--- config.mk ---
export PLATFORM = sky130hd
export DESIGN_NAME = lsb_top
export DESIGN_NICKNAME = d
export VERILOG_FILES = /design/src/verilog/isa_pkg.sv /design/src/verilog/lsb_pkg.sv /design/src/verilog/lsb_top.sv /design/src/verilog/long_scoreboard.sv /design/src/verilog/slot_alloc.sv /design/src/verilog/hazard_check.sv
export SDC_FILE = /design/constraint.sdc
export NUM_CORES = 1
export LEC_CHECK = 0
export BUFFER_PORTS_ARGS = -buffer_cell sky130_fd_sc_hd__buf_2
export CAP_MARGIN = 20
export CORE_AREA = 5 5 117 119
export DETAILED_ROUTE_END_ITERATION = 8
export DIE_AREA = 0 0 122 124
export GPL_TIMING_DRIVEN = 1
export PLACE_DENSITY = 0.73
export SLEW_MARGIN = 20
export SYNTH_ARGS = -nofsm -noshare
export SYNTH_HDL_FRONTEND = slang
export SYNTH_SLANG_ARGS = --single-unit
--- constraint.sdc ---
create_clock -name clk -period 9.6 [get_ports clk]
set_input_delay 1.92 -clock clk [delete_from_list [all_inputs] [get_ports clk]]
set_output_delay 1.92 -clock clk [all_outputs]
set_load 0.005 [all_outputs]
--- src/verilog/isa_pkg.sv ---
package isa_pkg;

    // register file geometry, rv32 has 32 integer registers
    localparam int REG_ADDR_WIDTH = 5;

    typedef logic [REG_ADDR_WIDTH-1:0] reg_addr_t;

    // x0 reads as zero and never carries a dependency
    localparam reg_addr_t REG_X0 = '0;

    // one decoded instruction as seen by the scoreboard
    typedef struct packed {
        logic      valid;  // slot holds an instruction this cycle
        logic      rd_we;  // writes rd
        reg_addr_t rd;     // destination
        reg_addr_t rs1;    // first source
        reg_addr_t rs2;    // second source
    } issue_slot_t;

endpackage
--- src/verilog/lsb_pkg.sv ---
package lsb_pkg;

    import isa_pkg::*;

    // in-flight long instruction table
    localparam int LSB_DEPTH       = 8;
    localparam int COMMIT_ID_WIDTH = $clog2(LSB_DEPTH);

    // occupancy counter has to hold the value LSB_DEPTH itself
    localparam int OCC_WIDTH = $clog2(LSB_DEPTH + 1);

    // most entries in use that still leave room for a full issue pair
    localparam int TWO_OK_MAX = LSB_DEPTH - 2;

    typedef logic [COMMIT_ID_WIDTH-1:0] commit_id_t;  // table index, doubles as commit id
    typedef logic [LSB_DEPTH-1:0]       lsb_mask_t;   // one valid bit per entry

    // destination register of every entry, indexed by commit id
    typedef reg_addr_t [LSB_DEPTH-1:0] rd_tab_t;

    // completion strobe from the divider / load unit
    typedef struct packed {
        logic       valid;  // one cycle pulse
        commit_id_t id;     // entry that retires
    } commit_t;

    // verdict for the pair currently at issue
    typedef struct packed {
        logic raw;  // true dependency, stalls
        logic waw;  // output dependency, flag only
    } hazard_t;

endpackage

--- src/verilog/lsb_top.sv ---
module lsb_top
    import isa_pkg::*;
    import lsb_pkg::*;
(
    input  logic        clk,
    input  logic        rst_n,
    input  issue_slot_t slot1_i,      // older of the pair
    input  issue_slot_t slot2_i,      // younger of the pair
    input  commit_t     commit_i,
    output logic        stall_o,
    output logic        waw_o,
    output commit_id_t  slot1_id_o,
    output commit_id_t  slot2_id_o,
    output logic        atom_lock_o
);

    lsb_mask_t  mask;       // table valid bits
    rd_tab_t    rd_tab;     // table destinations
    hazard_t    verdict;
    commit_id_t first_id;
    commit_id_t second_id;
    logic       full;
    logic       two_ok;

    hazard_check i_hazard_check (
        .slot1_i   (slot1_i),
        .slot2_i   (slot2_i),
        .commit_i  (commit_i),
        .mask_i    (mask),
        .rd_tab_i  (rd_tab),
        .verdict_o (verdict)
    );

    slot_alloc i_slot_alloc (
        .mask_i        (mask),
        .slot1_valid_i (slot1_i.valid),
        .slot2_valid_i (slot2_i.valid),
        .first_id_o    (first_id),
        .second_id_o   (second_id),
        .full_o        (full),
        .two_ok_o      (two_ok)
    );

    long_scoreboard i_long_scoreboard (
        .clk         (clk),
        .rst_n       (rst_n),
        .slot1_i     (slot1_i),
        .slot2_i     (slot2_i),
        .commit_i    (commit_i),
        .verdict_i   (verdict),
        .first_id_i  (first_id),
        .second_id_i (second_id),
        .full_i      (full),
        .two_ok_i    (two_ok),
        .mask_o      (mask),
        .rd_tab_o    (rd_tab),
        .stall_o     (stall_o),
        .waw_o       (waw_o),
        .slot1_id_o  (slot1_id_o),
        .slot2_id_o  (slot2_id_o),
        .atom_lock_o (atom_lock_o)
    );

endmodule

--- src/verilog/long_scoreboard.sv ---
module long_scoreboard
    import isa_pkg::*;
    import lsb_pkg::*;
(
    input  logic        clk,
    input  logic        rst_n,
    input  issue_slot_t slot1_i,
    input  issue_slot_t slot2_i,
    input  commit_t     commit_i,      // frees one entry at the edge
    input  hazard_t     verdict_i,
    input  commit_id_t  first_id_i,
    input  commit_id_t  second_id_i,
    input  logic        full_i,
    input  logic        two_ok_i,
    output lsb_mask_t   mask_o,
    output rd_tab_t     rd_tab_o,
    output logic        stall_o,
    output logic        waw_o,
    output commit_id_t  slot1_id_o,
    output commit_id_t  slot2_id_o,
    output logic        atom_lock_o    // any long op still in flight
);

    lsb_mask_t mask_q;     // entry valid bits
    lsb_mask_t mask_d;
    rd_tab_t   rd_tab_q;   // destination of each entry

    logic accept;          // pair leaves issue this cycle
    logic ins1;            // slot 1 goes into the table
    logic ins2;            // slot 2 goes into the table

    // only true dependencies and a full table hold the pair
    assign stall_o = verdict_i.raw | full_i;
    assign accept  = ~stall_o;
    assign waw_o   = verdict_i.waw;  // reported, never stalls

    assign ins1 = accept && slot1_i.valid;
    assign ins2 = accept && slot2_i.valid && two_ok_i;  // needs two free entries

    assign slot1_id_o = ins1 ? first_id_i : '0;
    assign slot2_id_o = ins2 ? second_id_i : '0;

    // next mask, commit clear first so a same-edge insert still sets
    always_comb begin
        mask_d = mask_q;
        if (commit_i.valid) begin
            mask_d[commit_i.id] = 1'b0;
        end
        if (ins1) begin
            mask_d[first_id_i] = 1'b1;
        end
        if (ins2) begin
            mask_d[second_id_i] = 1'b1;
        end
    end

    always_ff @(posedge clk or negedge rst_n) begin
        if (!rst_n) begin
            mask_q <= '0;  // empty table
        end else begin
            mask_q <= mask_d;
        end
    end

    // destination captured with each insertion
    always_ff @(posedge clk) begin
        if (ins1) begin
            rd_tab_q[first_id_i] <= slot1_i.rd;
        end
        if (ins2) begin
            rd_tab_q[second_id_i] <= slot2_i.rd;
        end
    end

    assign mask_o      = mask_q;
    assign rd_tab_o    = rd_tab_q;
    assign atom_lock_o = |mask_q;

endmodule

--- src/verilog/slot_alloc.sv ---
module slot_alloc
    import lsb_pkg::*;
(
    input  lsb_mask_t  mask_i,         // occupied entries
    input  logic       slot1_valid_i,
    input  logic       slot2_valid_i,
    output commit_id_t first_id_o,     // lowest free entry
    output commit_id_t second_id_o,    // entry for slot 2
    output logic       full_o,         // no entry left
    output logic       two_ok_o        // room for a whole pair
);

    logic [OCC_WIDTH-1:0] occ;         // entries in use
    commit_id_t           first_free;
    commit_id_t           next_free;   // lowest free entry past first_free
    logic                 pair_fits;   // both slots get their own entry

    // population count of the mask
    always_comb begin
        occ = '0;
        for (int i = 0; i < LSB_DEPTH; i++) begin
            occ = occ + OCC_WIDTH'(mask_i[i]);
        end
    end

    // scan downward so the lowest clear bit is written last
    always_comb begin
        first_free = '0;  // stays 0 when full
        for (int i = LSB_DEPTH - 1; i >= 0; i--) begin
            if (!mask_i[i]) begin
                first_free = commit_id_t'(i);
            end
        end
    end

    // same scan with first_free taken out
    always_comb begin
        next_free = '0;
        for (int i = LSB_DEPTH - 1; i >= 0; i--) begin
            if (!mask_i[i] && (commit_id_t'(i) != first_free)) begin
                next_free = commit_id_t'(i);
            end
        end
    end

    assign full_o   = &mask_i;
    assign two_ok_o = (occ <= OCC_WIDTH'(TWO_OK_MAX));

    assign pair_fits = slot1_valid_i && slot2_valid_i && two_ok_o;

    assign first_id_o = first_free;
    // a lone slot 2 simply takes the first free entry
    assign second_id_o = pair_fits ? next_free : first_free;

endmodule

--- src/verilog/hazard_check.sv ---
module hazard_check
    import isa_pkg::*;
    import lsb_pkg::*;
(
    input  issue_slot_t slot1_i,    // older instruction
    input  issue_slot_t slot2_i,    // younger instruction
    input  commit_t     commit_i,
    input  lsb_mask_t   mask_i,     // occupied entries
    input  rd_tab_t     rd_tab_i,   // destination per entry
    output hazard_t     verdict_o
);

    // operand qualifiers, x0 and empty slots drop out here
    logic s1_rs1_chk;
    logic s1_rs2_chk;
    logic s1_rd_chk;
    logic s2_rs1_chk;
    logic s2_rs2_chk;
    logic s2_rd_chk;

    lsb_mask_t live;       // occupied and not retiring this cycle
    logic      raw_tab;    // either slot reads an in-flight rd
    logic      waw_tab;    // either slot rewrites an in-flight rd
    logic      raw_pair;   // dependency between the two slots
    logic      waw_pair;

    assign s1_rs1_chk = slot1_i.valid && (slot1_i.rs1 != REG_X0);
    assign s1_rs2_chk = slot1_i.valid && (slot1_i.rs2 != REG_X0);
    assign s1_rd_chk  = slot1_i.valid && slot1_i.rd_we && (slot1_i.rd != REG_X0);
    assign s2_rs1_chk = slot2_i.valid && (slot2_i.rs1 != REG_X0);
    assign s2_rs2_chk = slot2_i.valid && (slot2_i.rs2 != REG_X0);
    assign s2_rd_chk  = slot2_i.valid && slot2_i.rd_we && (slot2_i.rd != REG_X0);

    // retiring entry has its result ready, so it no longer blocks
    always_comb begin
        live = mask_i;
        if (commit_i.valid) begin
            live[commit_i.id] = 1'b0;
        end
    end

    // compare every source and written dest against each live entry
    always_comb begin
        raw_tab = 1'b0;
        waw_tab = 1'b0;
        for (int i = 0; i < LSB_DEPTH; i++) begin
            if (live[i]) begin
                if ((s1_rs1_chk && (slot1_i.rs1 == rd_tab_i[i])) ||
                    (s1_rs2_chk && (slot1_i.rs2 == rd_tab_i[i]))) begin
                    raw_tab = 1'b1;
                end
                if ((s2_rs1_chk && (slot2_i.rs1 == rd_tab_i[i])) ||
                    (s2_rs2_chk && (slot2_i.rs2 == rd_tab_i[i]))) begin
                    raw_tab = 1'b1;
                end
                if ((s1_rd_chk && (slot1_i.rd == rd_tab_i[i])) ||
                    (s2_rd_chk && (slot2_i.rd == rd_tab_i[i]))) begin
                    waw_tab = 1'b1;
                end
            end
        end
    end

    // inside the pair, checked in both directions
    // the _chk terms already imply both slots valid
    always_comb begin
        raw_pair = 1'b0;
        if (s2_rd_chk && ((s1_rs1_chk && (slot1_i.rs1 == slot2_i.rd)) ||
                          (s1_rs2_chk && (slot1_i.rs2 == slot2_i.rd)))) begin
            raw_pair = 1'b1;  // slot 1 reads what slot 2 writes
        end
        if (s1_rd_chk && ((s2_rs1_chk && (slot2_i.rs1 == slot1_i.rd)) ||
                          (s2_rs2_chk && (slot2_i.rs2 == slot1_i.rd)))) begin
            raw_pair = 1'b1;  // slot 2 reads what slot 1 writes
        end
    end

    assign waw_pair = s1_rd_chk && s2_rd_chk && (slot1_i.rd == slot2_i.rd);

    assign verdict_o = hazard_t'{raw: raw_tab | raw_pair, waw: waw_tab | waw_pair};

endmodule

==> flow_metrics.tcl, run 1 <==
set metrics [dict create \
    outcome "completed" \
    netlist.top_cell.by_area "xnor2_1" \
    worst_pin_slew_ns 0.974 \
    ctsHoldBuffers 0 \
    wire_per_inst_microns 23.7 \
    finalSetupTns_ns 0 \
    clockRootBuffer "clkbuf_16" \
    drtIter0Drc 805 \
    combPwrFrac_pct 65.2 \
    ys_seq_area_share_pct 14.9 \
    crit_chain "buf_2 -> or4_4 -> o21ai_4 -> nor4_1 -> o41ai_2 -> o2111ai_2 -> nor3_1 -> nand2_1 -> nor2_1 -> buf_2" \
    routabilityCongestion 1.14 \
    synth.distinct_cells 57 \
    postCtsResizedCells 0 \
    worstHoldPathCells 2 \
    dp.cells 984 \
    clk_pin_slew_worst_paths_ns 0.06 \
    synth_flop_cell "dfxtp_1" \
    multi_input_area_sq_um 5190 \
    post_cts.repair.setup_buffers 0 \
    firstDrtPassIters 6 \
    die_area_sq_um 15100 \
    cts_buffers 5 \
    cts_max_path_buffers 2 \
    cp.depth 10 \
    rrSetupSlack_ns 4.45 \
    viasPerCell 6.60 \
    cp_top_family "simple AND/OR/NAND/NOR gates" \
    path_buf_inv 2 \
    final_antenna_net_count 0 \
    yosys.area.top_type_share_pct 19.1 \
    power_frac_seq_pct 27.8 \
    cts_tree "built" \
    syn2layout_area_growth_pct 2.34 \
    fillerInstances 1189 \
    syn_area_sq_um 6730 \
    drc 0 \
    maxCapViolations 0 \
    grt_start_max_net_pins 29 \
    rsz0062_at_grt "false" \
    switchingPower_w 0.00147 \
    vdd_drop_max_uv 294 \
    period_share_pct 76.2 \
    syn_area_per_cell_sq_um 7.74 \
    core_area_sq_um 12500 \
    slowest_stage "nor3_1" \
    drive_gt1_share_pct 11.6 \
    numPortBuffers 48 \
    initial_core_util_pct 54.0 \
    async_flop_share_pct 16.7 \
    vias 6545 \
    diodes 0 \
    die_h_microns 124 \
    critPathKind "input pin to primary output" \
    cts_max_level 2 \
    grt_pass1_wl_microns 35700 \
    p_leak_nw 2.44 \
    synth-seq-cells 48 \
    hold_slack_ns 0.709 \
    grt_usage_pct 31.0 \
    arrival_ns 5.39 \
    postSynthCellCount 870 \
    slew_violations 0 \
    synth_nets 919 \
    clock_latency_ns 0.29 \
    hold_viol_final 0 \
    final_cells 992 \
    period_minus_slack_ns 7.31 \
    synth.area.top_cells "xnor2_1 19%, xor2_1 16%, dfxtp_1 12%" \
    yosys_warnings 0 \
    end_kind "primary output" \
    synth-edff-count 0 \
    setup_viol 0 \
    antenna_found_initial 1 \
    critPathMaxFanout 14 \
    layout_common_cells "147 x xnor2_1, 120 x xor2_1, 82 x nand3_1, 54 x nor4_1, 48 x buf_2" \
    final.setup_skew_ns 0.00802 \
    path_common_cell "buf_2" \
    max_stage_delay_ns 0.75 \
    cts_sinks 48 \
    swShare_pct 56.3 \
    seq_area_sq_um 1000 \
    p_int_w 0.00114 \
    clock_power_share_pct 6.9 \
    final_nets 868 \
    power_density_nw_per_um2 378 \
    ff2ff_path_depth 16 \
    rows 41 \
    die_w_microns 122 \
    dp_hpwl_microns 16900 \
    drt_wl_total_microns 23500 \
    hold_path_class "flip-flop to flip-flop" \
    max_freq_ghz 0.137 \
    pin_count 49 \
    grt_pass1_vias 6204 \
    cp.required_ns 7.68 \
    slew_headroom_pct 34.6 \
    critPathLaunchType "input pin" \
    overflow 0 \
    mostFrequentLayoutCell "xnor2_1" \
]
[power groups by stage]
stage / logic, W / registers, W / clock network [W]
CTS: 0.00167 / 0.000703 / 0.000181
floorplan: 0.00161 / 0.000341 / 0
finish: 0.00170 / 0.000725 / 0.000181
detailed placement: 0.00166 / 0.000706 / 0
global route: 0.00187 / 0.000724 / 0.000191
global placement: 0.00163 / 0.000705 / 0
[synth_stat cells (13+ instances only)]
master and instances:
dfxtp_1 40, a21oi_1 23, o21ai_1 15, o21ai_0 27, xor2_1 120, buf_1 13, nor2_1 19, nor4_1 54
nand3_1 82, nand2_1 21, inv_1 19, nor3_1 34, a31oi_1 25, xnor2_1 147, clkbuf_1 76
[final timing paths]
| kind | from | end |
|---|---|---|
| min in group asynchronous | rst_n | i_long_scoreboard.mask_o[4]$_DFF_PN0_ |
| worst min-delay path | i_long_scoreboard.rd_tab_o[24]$_DFF_P_ | i_long_scoreboard.rd_tab_o[24]$_DFF_P_ |
| worst max-delay path | slot1_i[8] | slot1_id_o[1] |
| worst max register to register | i_long_scoreboard.mask_o[0]$_DFF_PN0_ | i_long_scoreboard.rd_tab_o[17]$_DFF_P_ |
| max in group asynchronous | rst_n | i_long_scoreboard.mask_o[5]$_DFF_PN0_ |
| worst min register to register | i_long_scoreboard.rd_tab_o[24]$_DFF_P_ | i_long_scoreboard.rd_tab_o[24]$_DFF_P_ |
[sequential cells by signal, summed over array words and instances (netlist names)]
register / flops
i_long_scoreboard.mask_o: 8
i_long_scoreboard.rd_tab_o: 40
[per-stage QoR]
step	worst slack, ns	area [sq um]	power, W	util, %
global placement	2.61	6740	0.00234	54.1
global route	2.18	6890	0.00278	55.3
detailed placement	2.44	6740	0.00237	54.1
floorplan	3.19	6730	0.00195	-
finish	2.29	6890	0.00261	55.3
CTS	2.43	6890	0.00256	55.3
[routing by layer]
| metal | vias up | wire length (microns) | global-route usage, % |
|---|---|---|---|
| li1 | 2933 | - | - |
| met1 | 3021 | 9210 | 39.4 |
| met2 | 469 | 10100 | 48.9 |
| met3 | 122 | 2710 | 6.13 |
| met4 | 0 | 1560 | 17.9 |
| met5 | - | 0 | 0 |
[area by class of cell]
type / count / share of cell area [%]
Multi-Input combinational cell: 694 / 75.3
Sequential cell: 48 / 14.5
Timing Repair Buffer: 51 / 3.81
Tap cell: 172 / 3.12
Clock buffer: 6 / 2.02
Inverter: 19 / 1.04
Clock inverter: 2 / 0.145
[cell families (layout without fill, tap and decap cells)]
kind of cell / count (synthesis) / after routing / share of synthesized area [%]
flops: 48 / 48 / 14.9
fa+ha+maj: 10 / 10 / 2.27
buf+inv: 128 / 78 / 8.03
simple gates: 264 / 264 / 22.4
xor+xnor: 267 / 267 / 34.7
compound gates: 129 / 129 / 13.4
mux: 24 / 24 / 4.26
[tightest hold or removal path, cell delays in order (launching register included)]
cell     delay, ns
dfxtp_1       0.43
o21ai_1       0.13
a31oi_1       0.09
No activity file was read; power rests on OpenSTA's default activity.
==> run 2, diff against run 1 <==
clock period = 7.15 ns   (was 9.6 ns; I/O delays follow)
==> flow_metrics.tcl, run 2 (synthesis gave the netlist of run 1 again) <==
set metrics [dict create \
    mostFrequentLayoutCell "xnor2_1" \
    rsz0062_at_grt "false" \
    cts_buffers 5 \
    critPathKind "input pin to primary output" \
    outcome "completed" \
    vdd_drop_max_uv 356 \
    post_cts.repair.setup_buffers 0 \
    post-place-ws_ns 1.10 \
    diodes 0 \
    cts_tree "built" \
    period_minus_slack_ns 6.09 \
    rrSetupSlack_ns 2.08 \
    die_h_microns 124 \
    drt_wl_total_microns 24500 \
    die_area_sq_um 15100 \
    slew_violations 0 \
    final_cells 994 \
    power_density_nw_per_um2 507 \
    cp.required_ns 5.72 \
    final.setup_skew_ns 0.00696 \
    cts_max_path_buffers 2 \
    pin_count 49 \
    fillerInstances 1213 \
    worst_pin_slew_ns 0.974 \
    seq_area_sq_um 1000 \
    overflow 0 \
    hold_viol_final 0 \
    layout_common_cells "147 x xnor2_1, 120 x xor2_1, 82 x nand3_1, 54 x nor4_1, 48 x buf_2" \
    dp.cells 987 \
    clk_pin_slew_worst_paths_ns 0.06 \
    p_leak_nw 2.44 \
    maxCapViolations 0 \
    max_freq_ghz 0.164 \
    path_buf_inv 2 \
    critPathMaxFanout 14 \
    slew_headroom_pct 34.6 \
    die_w_microns 122 \
    drive_gt1_share_pct 11.7 \
    slowest_stage "nor3_1" \
    final_nets 871 \
    postCtsResizedCells 0 \
    setup_viol 0 \
    worst_slack_ns 1.06 \
    syn2layout_area_growth_pct 2.45 \
    cts_max_level 2 \
    period_share_pct 85.1 \
    clockRootBuffer "clkbuf_16" \
    vias 6532 \
    max_stage_delay_ns 0.72 \
    hold_slack_ns 0.708 \
    rows 41 \
    cp_top_family "simple AND/OR/NAND/NOR gates" \
    ctsHoldBuffers 0 \
    drc 0 \
    crit_chain "buf_2 -> or4_4 -> o21ai_4 -> nor4_1 -> nor4_1 -> o2111ai_2 -> nor3_1 -> and3_1 -> buf_2" \
    grt_pass1_wl_microns 37400 \
    cts_sinks 48 \
    grt_usage_pct 32.7 \
    multi_input_area_sq_um 5190 \
    largest_register_ffs 40 \
    arrival_ns 4.66 \
    hold_path_class "flip-flop to flip-flop" \
    dp_hpwl_microns 17700 \
    final_antenna_net_count 0 \
    drtIter0Drc 833 \
    grt_start_max_net_pins 29 \
    end_kind "primary output" \
    routabilityCongestion 1.05 \
    antenna_found_initial 0 \
    critPathLaunchType "input pin" \
    clock_latency_ns 0.29 \
    initial_core_util_pct 54.0 \
    finalSetupTns_ns 0 \
    viasPerCell 6.57 \
    total_power_w 0.00350 \
    core_area_sq_um 12500 \
    firstDrtPassIters 7 \
    numPortBuffers 48 \
    grt_pass1_vias 6207 \
    wire_per_inst_microns 24.7 \
]
[run 2: layout make-up]
| type | instances | share of cell area, % |
|---|---|---|
| Multi-Input combinational cell | 694 | 75.3 |
| Sequential cell | 48 | 14.5 |
| Timing Repair Buffer | 54 | 4.14 |
| Tap cell | 172 | 3.12 |
| Clock buffer | 6 | 1.87 |
| Inverter | 19 | 1.03 |
| Clock inverter | 1 | 0.0726 |
[run 2: path summary, 6_finish.rpt]
path,from,to,cells past startpoint
max in group asynchronous,rst_n,i_long_scoreboard.mask_o[1]$_DFF_PN0_,1
hold / removal,i_long_scoreboard.rd_tab_o[37]$_DFF_P_,i_long_scoreboard.rd_tab_o[37]$_DFF_P_,2
setup reg to reg,i_long_scoreboard.mask_o[0]$_DFF_PN0_,i_long_scoreboard.rd_tab_o[22]$_DFF_P_,15
setup / recovery,slot1_i[0],slot1_id_o[0],9
hold reg to reg,i_long_scoreboard.rd_tab_o[37]$_DFF_P_,i_long_scoreboard.rd_tab_o[37]$_DFF_P_,2
min in group asynchronous,rst_n,i_long_scoreboard.mask_o[4]$_DFF_PN0_,1
[run 2: power breakdown]
| part | switching, W | internal, W |
|---|---|---|
| Sequential | 0.000579 | 0.000421 |
| Combinational | 0.00130 | 0.000966 |
| Clock | 0.000101 | 0.000127 |
[run 2: per-stage QoR]
stage | area [sq um] | utilization (%)
2_1_floorplan | 6730 | -
3_3_place_gp | 6760 | 54.3
3_5_place_dp | 6760 | 54.3
4_1_cts | 6900 | 55.3
5_1_grt | 6900 | 55.3
6_report | 6900 | 55.3
[run 2: worst min-delay path, cell delays in order (launching register included)]
cell and delay (ns):
dfxtp_1 0.45, o21ai_0 0.14, a2bb2oi_1 0.07
[run 2: metal layers]
layer	up-vias	global-route usage, %	routed length [microns]	share of wire (%)
li1	2946	-	-	-
met1	3040	43.8	9880	40
met2	428	50.9	10700	44
met3	118	4.63	2440	9.9
met4	0	17.9	1500	6.1
met5	-	0	0	0
